===== src/common/xgmii_pkg.sv =====
// XLGMII bus definitions

`default_nettype none

package xgmii_pkg;

    // one bus word carries sixteen byte lanes, split into two 64-bit halves
    localparam int lanes = 16;
    localparam int half_lanes = 8;

    // full bus word and its per-lane control flags
    typedef logic [lanes*8-1:0] xgmii_data_t;
    typedef logic [lanes-1:0] xgmii_ctrl_t;

    // one 64-bit half of a bus word, used when realigning lane-0 frames
    typedef logic [half_lanes*8-1:0] xgmii_half_data_t;
    typedef logic [half_lanes-1:0] xgmii_half_ctrl_t;

    // a single lane character
    typedef logic [7:0] xgmii_char_t;

    // control characters, only meaningful when the lane's control flag is set
    localparam xgmii_char_t char_idle = 8'h07;
    localparam xgmii_char_t char_start = 8'hfb;
    localparam xgmii_char_t char_end = 8'hfd;

    // preamble and start frame delimiter as they sit in one 64-bit half
    // byte 0 is replaced by the start character on the wire, so only the
    // upper seven bytes can be compared
    localparam xgmii_half_data_t eth_preamble = 64'hd555_5555_5555_5555;

endpackage

`default_nettype wire


===== src/common/rx_pkg.sv =====
// Receiver stream and state types

`default_nettype none

package rx_pkg;

    // byte mask of a full stream beat, also used for the end-of-frame mask
    // of a bus word since both have one bit per lane
    typedef logic [xgmii_pkg::lanes-1:0] keep_t;

    // end-of-frame mask for one half of a bus word
    typedef logic [xgmii_pkg::half_lanes-1:0] half_keep_t;

    // reception states of the frame FSM
    // unshifted frames start on lane 8 and map bus words straight onto beats
    // shifted frames start on lane 0 and need half-word realignment
    typedef enum logic [1:0] {
        rx_idle = 2'b00,
        rx_unshifted = 2'b10,
        rx_shifted = 2'b11
    } rx_state_t;

endpackage

`default_nettype wire


===== src/common/xgmii_word_if.sv =====
// Delayed bus word interface

`default_nettype none

// carries the bus word from the front end to the frame FSM
// all fields are valid every cycle and there is no handshake
interface xgmii_word_if;

    // bus word and control flags delayed by one cycle
    xgmii_pkg::xgmii_data_t word_data;
    xgmii_pkg::xgmii_ctrl_t word_ctrl;

    // end mask of the delayed word, a bit is set for every lane in front of
    // the first terminate character
    rx_pkg::keep_t end_keep;

    // lookahead flag, taken from the undelayed word that follows word_data
    logic next_end_first;

    modport source (
        output word_data,
        output word_ctrl,
        output end_keep,
        output next_end_first
    );

    modport sink (
        input word_data,
        input word_ctrl,
        input end_keep,
        input next_end_first
    );

endinterface

`default_nettype wire


===== src/xlgmii_rx/xlgmii_rx_frontend.sv =====
// XLGMII receive front end

`default_nettype none

module xlgmii_rx_frontend (
    input  logic                   clk,
    input  logic                   rst,
    input  xgmii_pkg::xgmii_data_t xgmii_data,
    input  xgmii_pkg::xgmii_ctrl_t xgmii_ctrl,
    xgmii_word_if.source           word
);

    // lane view of the undelayed bus word
    xgmii_pkg::xgmii_char_t [xgmii_pkg::lanes-1:0] bus_chars;

    // end mask of the undelayed word, registered together with the word
    rx_pkg::keep_t end_keep_comb;

    assign bus_chars = xgmii_data;

    // the FSM works one word behind the bus so that it can look at the next
    // word before it commits to a last beat
    // this keeps a frame from ending with an empty mask when the terminate
    // lands on lane 0 of the following word

    // lane-ordered scan of the undelayed word
    // every lane stays kept until the first terminate control character,
    // after which all higher lanes are dropped even if they hold data
    // only the final word of a frame can carry a terminate, so running the
    // scan on every word is harmless
    always_comb begin : end_scan
        logic kept;
        kept = 1'b1;
        for (int i = 0; i < xgmii_pkg::lanes; i++) begin
            if (xgmii_ctrl[i] && (bus_chars[i] == xgmii_pkg::char_end)) begin
                kept = 1'b0;
            end
            end_keep_comb[i] = kept;
        end
    end

    // the scan runs on the undelayed word and its result is registered with
    // the word, which takes the lane chain out of the FSM's critical path
    // reset fills the pipeline with an idle word so that the idle state sees
    // a clean gap on its first cycle
    always_ff @(posedge clk) begin
        if (rst) begin
            word.word_data <= {xgmii_pkg::lanes{xgmii_pkg::char_idle}};
            word.word_ctrl <= '1;
            word.end_keep <= '1;
        end else begin
            word.word_data <= xgmii_data;
            word.word_ctrl <= xgmii_ctrl;
            word.end_keep <= end_keep_comb;
        end
    end

    // lookahead for the FSM
    // a terminate on lane 0 of the undelayed word means the delayed word is
    // the last one carrying payload, even though its own mask is still full
    assign word.next_end_first = xgmii_ctrl[0] && (bus_chars[0] == xgmii_pkg::char_end);

endmodule

`default_nettype wire


===== src/xlgmii_rx/xlgmii_rx_fsm.sv =====
// XLGMII frame reception FSM

`default_nettype none

module xlgmii_rx_fsm (
    input  logic                   clk,
    input  logic                   rst,
    xgmii_word_if.sink             word,
    input  logic                   axis_tready,
    output logic                   axis_tvalid,
    output xgmii_pkg::xgmii_data_t axis_tdata,
    output rx_pkg::keep_t          axis_tkeep,
    output logic                   axis_tlast,
    output logic                   error_ready,
    output logic                   error_preamble,
    output logic                   error_xgmii
);

    localparam int lo_bits = xgmii_pkg::half_lanes * 8;
    localparam int all_bits = xgmii_pkg::lanes * 8;

    // a half word made of idle characters
    localparam xgmii_pkg::xgmii_half_data_t idle_half =
        {xgmii_pkg::half_lanes{xgmii_pkg::char_idle}};

    localparam rx_pkg::keep_t keep_full = '1;
    localparam rx_pkg::half_keep_t half_full = '1;
    localparam rx_pkg::half_keep_t half_none = '0;
    localparam xgmii_pkg::xgmii_half_data_t half_zero = '0;

    rx_pkg::rx_state_t state;

    // lane and half views of the delayed word
    xgmii_pkg::xgmii_char_t [xgmii_pkg::lanes-1:0] chars;
    xgmii_pkg::xgmii_half_data_t lo_data;
    xgmii_pkg::xgmii_half_data_t hi_data;
    xgmii_pkg::xgmii_half_ctrl_t lo_ctrl;
    xgmii_pkg::xgmii_half_ctrl_t hi_ctrl;
    rx_pkg::half_keep_t lo_keep;
    rx_pkg::half_keep_t hi_keep;

    // upper half of the previous word, a shifted beat is built from it and
    // the lower half of the current word
    xgmii_pkg::xgmii_half_data_t prev_data;
    xgmii_pkg::xgmii_half_ctrl_t prev_ctrl;
    rx_pkg::half_keep_t prev_keep;

    // set for one cycle after a frame was ended by the lookahead, so the
    // idle state accepts the terminate on lane 0 of the next word
    logic tolerate_end;

    // the end of a shifted frame sits in the upper half of the last word,
    // and those bytes still have to go out as a beat of their own
    logic leftover;

    // decoded conditions on the delayed word
    logic start_lo;
    logic start_hi;
    logic preamble_ok;
    logic lo_all_idle;
    logic rest_idle;
    logic first_ok;

    assign chars = word.word_data;
    assign lo_data = word.word_data[lo_bits-1:0];
    assign hi_data = word.word_data[all_bits-1:lo_bits];
    assign lo_ctrl = word.word_ctrl[xgmii_pkg::half_lanes-1:0];
    assign hi_ctrl = word.word_ctrl[xgmii_pkg::lanes-1:xgmii_pkg::half_lanes];
    assign lo_keep = word.end_keep[xgmii_pkg::half_lanes-1:0];
    assign hi_keep = word.end_keep[xgmii_pkg::lanes-1:xgmii_pkg::half_lanes];

    assign start_lo = word.word_ctrl[0] && (chars[0] == xgmii_pkg::char_start);
    assign start_hi = word.word_ctrl[xgmii_pkg::half_lanes]
        && (chars[xgmii_pkg::half_lanes] == xgmii_pkg::char_start);

    // lanes 1 to 7 must be data and equal the preamble with its delimiter
    assign preamble_ok = (word.word_ctrl[xgmii_pkg::half_lanes-1:1] == '0)
        && (lo_data[lo_bits-1:8] == xgmii_pkg::eth_preamble[lo_bits-1:8]);

    assign lo_all_idle = (lo_ctrl == '1) && (lo_data == idle_half);

    // gap check, lanes 1 to 15 must be idle and lane 0 is judged apart
    assign rest_idle = (word.word_ctrl[xgmii_pkg::lanes-1:1] == '1)
        && (word.word_data[all_bits-1:8] == {(xgmii_pkg::lanes-1){xgmii_pkg::char_idle}});
    assign first_ok = word.word_ctrl[0]
        && (chars[0] == (tolerate_end ? xgmii_pkg::char_end : xgmii_pkg::char_idle));

    // the upper half buffer is loaded on every word
    // the shifted state and the leftover beat only read it one cycle later
    always_ff @(posedge clk) begin
        prev_data <= hi_data;
        prev_ctrl <= hi_ctrl;
        prev_keep <= hi_keep;
    end

    always_ff @(posedge clk) begin
        if (rst) begin
            state <= rx_pkg::rx_idle;
            tolerate_end <= 1'b0;
            leftover <= 1'b0;
            axis_tvalid <= 1'b0;
            axis_tdata <= '0;
            axis_tkeep <= '0;
            axis_tlast <= 1'b0;
            error_ready <= 1'b0;
            error_preamble <= 1'b0;
            error_xgmii <= 1'b0;
        end else begin
            // no beat and no error unless a state below says otherwise
            axis_tvalid <= 1'b0;
            axis_tdata <= '0;
            axis_tkeep <= '0;
            axis_tlast <= 1'b0;
            error_ready <= 1'b0;
            error_preamble <= 1'b0;
            error_xgmii <= 1'b0;
            tolerate_end <= 1'b0;

            case (state)
                rx_pkg::rx_idle: begin
                    // finish a shifted frame whose end was in an upper half
                    if (leftover) begin
                        leftover <= 1'b0;
                        axis_tvalid <= 1'b1;
                        axis_tdata <= {half_zero, prev_data};
                        axis_tkeep <= {half_none, prev_keep};
                        axis_tlast <= 1'b1;
                        if (!axis_tready) begin
                            error_ready <= 1'b1;
                        end
                        // control characters in the kept leftover lanes are
                        // not seen by the shifted state, so check them here
                        if ((prev_ctrl & prev_keep) != '0) begin
                            error_xgmii <= 1'b1;
                        end
                    end

                    if (start_lo) begin
                        // a frame with a broken preamble is dropped and its
                        // remaining words show up as gap errors
                        if (preamble_ok) begin
                            // a short frame ends in the upper half of its start
                            // word and goes out whole as the leftover beat
                            if (hi_keep != half_full) begin
                                leftover <= 1'b1;
                            end else begin
                                state <= rx_pkg::rx_shifted;
                            end
                        end else begin
                            error_preamble <= 1'b1;
                        end
                    end else if (start_hi) begin
                        // the lower half must be part of the gap, but the
                        // frame itself is still taken
                        if (!lo_all_idle) begin
                            error_xgmii <= 1'b1;
                        end
                        state <= rx_pkg::rx_unshifted;
                    end else if (!(rest_idle && first_ok)) begin
                        error_xgmii <= 1'b1;
                    end
                end

                rx_pkg::rx_unshifted: begin
                    // a terminate straight after the preamble leaves no payload,
                    // which counts as a missing preamble
                    if (word.end_keep == '0) begin
                        error_preamble <= 1'b1;
                        state <= rx_pkg::rx_idle;
                    end else begin
                        axis_tvalid <= 1'b1;
                        axis_tdata <= word.word_data;
                        if (!axis_tready) begin
                            error_ready <= 1'b1;
                        end

                        if (word.end_keep != keep_full) begin
                            axis_tlast <= 1'b1;
                            axis_tkeep <= word.end_keep;
                            state <= rx_pkg::rx_idle;
                        end else if (word.next_end_first) begin
                            // frame ends on the word boundary, close it now and
                            // let idle swallow the terminate
                            axis_tlast <= 1'b1;
                            axis_tkeep <= keep_full;
                            tolerate_end <= 1'b1;
                            state <= rx_pkg::rx_idle;
                        end else begin
                            axis_tkeep <= keep_full;
                        end

                        // kept lanes must all be data
                        if ((word.word_ctrl & word.end_keep) != '0) begin
                            error_xgmii <= 1'b1;
                            axis_tlast <= 1'b1;
                            state <= rx_pkg::rx_idle;
                        end
                    end
                end

                rx_pkg::rx_shifted: begin
                    // beat is the previous upper half followed by this lower half
                    axis_tvalid <= 1'b1;
                    axis_tdata <= {lo_data, prev_data};
                    if (!axis_tready) begin
                        error_ready <= 1'b1;
                    end

                    // the two masks come from different bus words, so a
                    // frame end is looked for in three places in turn
                    if (lo_keep != half_full) begin
                        axis_tlast <= 1'b1;
                        axis_tkeep <= {lo_keep, half_full};
                        state <= rx_pkg::rx_idle;
                    end else if (word.word_ctrl[xgmii_pkg::half_lanes]
                                 && (chars[xgmii_pkg::half_lanes] == xgmii_pkg::char_end)) begin
                        // the next beat would start with the terminate and be empty
                        axis_tlast <= 1'b1;
                        axis_tkeep <= keep_full;
                        state <= rx_pkg::rx_idle;
                    end else if (hi_keep != half_full) begin
                        // the end lies in the upper half, which idle sends out
                        axis_tkeep <= keep_full;
                        leftover <= 1'b1;
                        state <= rx_pkg::rx_idle;
                    end else begin
                        axis_tkeep <= keep_full;
                    end

                    // the lower half only counts while the buffered half is
                    // fully kept
                    if (((prev_ctrl & prev_keep) != '0)
                        || ((prev_keep == half_full) && ((lo_ctrl & lo_keep) != '0))) begin
                        error_xgmii <= 1'b1;
                        axis_tlast <= 1'b1;
                        leftover <= 1'b0;
                        state <= rx_pkg::rx_idle;
                    end
                end

                default: begin
                    state <= rx_pkg::rx_idle;
                end
            endcase
        end
    end

endmodule

`default_nettype wire


===== src/source/xlgmii_axis_rx.sv =====
// XLGMII to AXI4-Stream receiver

`default_nettype none

module xlgmii_axis_rx (
    input  logic                   clk,
    input  logic                   rst,

    // 128-bit XLGMII receive bus
    input  xgmii_pkg::xgmii_data_t xgmii_data,
    input  xgmii_pkg::xgmii_ctrl_t xgmii_ctrl,

    // AXI4-Stream output, the sink cannot stall the bus
    input  logic                   axis_tready,
    output logic                   axis_tvalid,
    output xgmii_pkg::xgmii_data_t axis_tdata,
    output rx_pkg::keep_t          axis_tkeep,
    output logic                   axis_tlast,

    // one-cycle error pulses
    output logic                   error_ready,
    output logic                   error_preamble,
    output logic                   error_xgmii
);

    // delayed word, end mask and lookahead between the two stages
    xgmii_word_if word_bus ();

    // first stage delays the bus by one word and scans for the frame end
    xlgmii_rx_frontend u_frontend (
        .clk        (clk),
        .rst        (rst),
        .xgmii_data (xgmii_data),
        .xgmii_ctrl (xgmii_ctrl),
        .word       (word_bus)
    );

    // second stage decodes frames and drives the stream with registered outputs
    xlgmii_rx_fsm u_fsm (
        .clk            (clk),
        .rst            (rst),
        .word           (word_bus),
        .axis_tready    (axis_tready),
        .axis_tvalid    (axis_tvalid),
        .axis_tdata     (axis_tdata),
        .axis_tkeep     (axis_tkeep),
        .axis_tlast     (axis_tlast),
        .error_ready    (error_ready),
        .error_preamble (error_preamble),
        .error_xgmii    (error_xgmii)
    );

endmodule

`default_nettype wire


===== config.mk =====
export PLATFORM = sky130hd
export DESIGN_NAME = xlgmii_axis_rx
export DESIGN_NICKNAME = d
export VERILOG_FILES = /design/src/common/xgmii_pkg.sv /design/src/common/rx_pkg.sv /design/src/common/xgmii_word_if.sv /design/src/xlgmii_rx/xlgmii_rx_frontend.sv /design/src/xlgmii_rx/xlgmii_rx_fsm.sv /design/src/source/xlgmii_axis_rx.sv
export SDC_FILE = /design/constraint.sdc
export NUM_CORES = 1
export LEC_CHECK = 0
export BUFFER_PORTS_ARGS = -buffer_cell sky130_fd_sc_hd__clkbuf_2
export CELL_PAD_IN_SITES_DETAIL_PLACEMENT = 1
export CELL_PAD_IN_SITES_GLOBAL_PLACEMENT = 1
export CORE_ASPECT_RATIO = 2
export CORE_MARGIN = 10
export CORE_UTILIZATION = 44
export CTS_CLUSTER_DIAMETER = 120
export DETAILED_ROUTE_END_ITERATION = 8
export PLACE_DENSITY_LB_ADDON = 0.1
export SYNTH_ARGS = -nofsm -noshare
export SYNTH_HDL_FRONTEND = slang
export SYNTH_HIERARCHICAL = 1
export SYNTH_SLANG_ARGS = --single-unit

===== constraint.sdc =====
create_clock -name clk -period 3.3 [get_ports clk]
set_input_delay 0 -clock clk [delete_from_list [all_inputs] [get_ports clk]]
set_output_delay 0 -clock clk [all_outputs]
set_load 0.01 [all_outputs]

==> key figures <==
Layout
  – Nets: 1700
  – Layout Utilization: 60.5%
  – Area delta synth->final: 35.7%
  – Share of cells above drive strength 1: 28.4%

Placement
  – Post-DP HPWL: 37200 um
  – GPL Wtd Cong: 0.924
  – IO Port Bufs: 295

Global route
  – Initial antenna violation count: 3
  – Met3 Use GR: 4.46%
  – M2 GR Usage: 57.4%
  – Total global-route track usage: 29.0%
  – Total congestion overflow: 0
  – First-pass GRT wire length: 78500 um
  – Vias in the first global route: 11872
  – Largest net degree at the start of global routing: 103
  – GR Util met1: 28.0%
  – Most Crowded Layer GR: met2

Drt
  – DRT iter0 DRCs: 756
  – Routed Wire Length: 53800 um
  – DR vias: 10898
  – Vias/cell: 5.64
  – DRT antenna net count: 0
  – Avg WL per Cell: 27.9 um
  – # DRC: 0
  – TritonRoute pass-1 iters: 5

Clock tree
  – # Post-CTS Setup Buffers: 0
  – Total CTS buffers: 35
  – CTS Root Cell: clkbuf_16
  – CTS tree: built
  – CTS sink count: 393
  – CTS resizes: 0
  – Longest Clk Path Bufs: 3
  – H-tree depth: 2
  – Worst-skew pair later-pin latency: 530 ps
  – Clock-pin slew on the worst setup and hold paths: 60 ps

Yosys
  – Mapped Cells: 1129
  – Area contributors post-synth: dfxtp_1 64%, a22oi_1 8.9%, nor2_1 5.1%
  – Top FF cell, synth: dfxtp_1
  – Ys async rst share: 0%
  – Post-synth top cells: 393 x dfxtp_1, 169 x nor2_1, 146 x a22oi_1
  – Net count after synthesis: 1276
  – Seq/Total Area, Yosys: 63.8%
  – Mapped cell area: 12300 sq um
  – Syn avg cell area: 10.9 sq um
  – Synth Register Bits: 393
  – Number of flops mapped to enable cells by yosys: 0
  – Synth warn: 6
  – Largest area contributor in the netlist: dfxtp_1
  – Synth unique cells: 57
  – Top-count cell post-synth: dfxtp_1
  – Top-area cell type share of the netlist area: 63.8%

Critical path
  – R2R Setup Slk: 770 ps
  – CP Max Fanout: 4
  – Worst r2r src: u_frontend/word.word_data[16]
  – Critical path arrival: 2980 ps
  – Worst reg2reg endpoint: u_fsm/state[1]
  – Crit end category: flop
  – Crit Path Class: reg -> reg
  – Cell Chain, Critical Path: or4b_1, nor3_1, nand4_1, or3_1, a31o_1, a21oi_2
  – Worst path max stage delay: 580 ps
  – Worst r2r path cells: 6
  – CP startpoint kind: flop
  – Critical Path RT: 3750 ps
  – Slowest-stage cell, CP: or4b_1

Floorplan
  – FP Rows: 86
  – DIE WIDTH: 138 um
  – Die Span Y: 257 um
  – Core area: 27700 sq um
  – Area of the die: 35500 sq um
  – Top Ports: 296
  – Starting Density: 44.6%

Min path
  – Hold_sp: rst
  – Min-Delay Endpoint: u_frontend/word.word_data[71]
  – Hold Crit Depth: 2
  – Hold Crit Class: in -> reg

STA
  – Final critical-path share of the clock period: 76.6%
  – Max Transition Viols Final: 0
  – Max_slew headroom: 24.8%
  – Setup TNS: 0 ps
  – Final min period: 2530 ps
  – RSZ-0062 raised after global routing: no
  – FMAX: 395 MHz
  – Clock Skew: 18.5 ps
  – Slew at the pin closest to its max-slew limit: 1110 ps
  – Final Setup Violations: 0
  – Hold Fails Final Rpt: 0

Pwr
  – Worst VDD drop: 0.512 mV
  – Pwr per Cell Area: 578 nW/um^2
  – Leakage: 6.90 nW

Run status
  – Status: completed

Run
  – Max-Cap Viols: 0
final cells by class:
type | count | area [sq um]
multi-input cells | 664 | 4210
flip-flops and latches | 393 | 7870
well taps | 352 | 440
repair buffers | 453 | 3070
fillers | 2958 | 10900
diodes | 3 | 7.51
inverters | 6 | 22.5
clock inverters | 9 | 95.1
clock buffers | 52 | 1030
sequential cells by signal, indices dropped and copies added, names as in the netlist, 2 cells and up:
register and cells:
u_frontend/word.end_keep 16, u_frontend/word.word_ctrl 16, u_frontend/word.word_data 128, u_fsm/axis_tdata 128, u_fsm/axis_tkeep 16, u_fsm/prev_ctrl 8, u_fsm/prev_data 64, u_fsm/prev_keep 8
u_fsm/state 2
how the worst max path moves through the flow:
stage	from	cells past startpoint	slack [ps]	to
2_1_floorplan	u_frontend/word.word_data[45]	6	1260	u_fsm/state[1]
3_3_place_gp	u_frontend/word.word_data[16]	6	800	u_fsm/state[0]
3_5_place_dp	u_frontend/word.word_data[16]	6	780	u_fsm/state[1]
4_1_cts	u_frontend/word.word_data[16]	6	760	u_fsm/state[1]
5_1_grt	u_fsm/state[1]	6	690	u_fsm/axis_tdata[31]
6_report	u_frontend/word.word_data[16]	6	770	u_fsm/state[1]
logic make-up after synthesis:
| kind of cell | share of synthesized area, % |
|---|---|
| AOI/OAI and AO/OA | 11.2 |
| buffers and inverters | 2.29 |
| DFF | 63.8 |
| and+or+nand+nor | 22.8 |
per-layer routing:
layer  vias up  wire (um)
li1       4864          -
met1      5456      18100
met2       458      30600
met3       120       2450
met4         0       2640
met5         -          0
worst max-delay path: cells and delay by family, from the launching register on:
kind	cells	cell delay, ps
and+or+nand+nor	4	1680
DFF	1	470
AOI/OAI and AO/OA	2	320
timing repair:
action	CTS	global route
hold buffers	145	0
endpoints found under the setup margin	0	0
endpoints found under the hold margin	155	0
report_power, final:
part	switching (mW)	internal, mW	total [mW]
Clock	1.78	2.33	4.11
Combinational	0.253	0.273	0.526
Sequential	0.158	4.89	5.05
per-stage QoR:
step / power [mW] / worst slack [ps] / std cells / cell area, sq um / hold WS, ps
global route: 9.95 / 687 / 1932 / 16700 / 122
detailed placement: 5.51 / 783 / 1723 / 14200 / 169
finish: 9.68 / 771 / 1932 / 16700 / 84.7
floorplan: 5.23 / 1260 / 1129 / 12300 / 62.4
global placement: 5.50 / 797 / 1723 / 14200 / 166
CTS: 9.69 / 761 / 1929 / 16700 / 84.2
cells in the final DEF, fill, tap and decap left out, drive strengths merged, types with 9 or more instances in the layout:
cell type | Yosys | layout
or2 | 67 | 67
nor2 | 170 | 170
buf | 7 | 14
a22oi | 146 | 146
nand4b | 14 | 14
dlygate4sd3 | 0 | 145
dfxtp | 393 | 393
a221oi | 9 | 9
nor3 | 15 | 15
nor2b | 81 | 81
clkbuf | 59 | 346
nor4 | 18 | 18
nand2 | 10 | 10
nand4 | 48 | 48
nor4b | 20 | 20
Power figures use the tool's default switching activity.
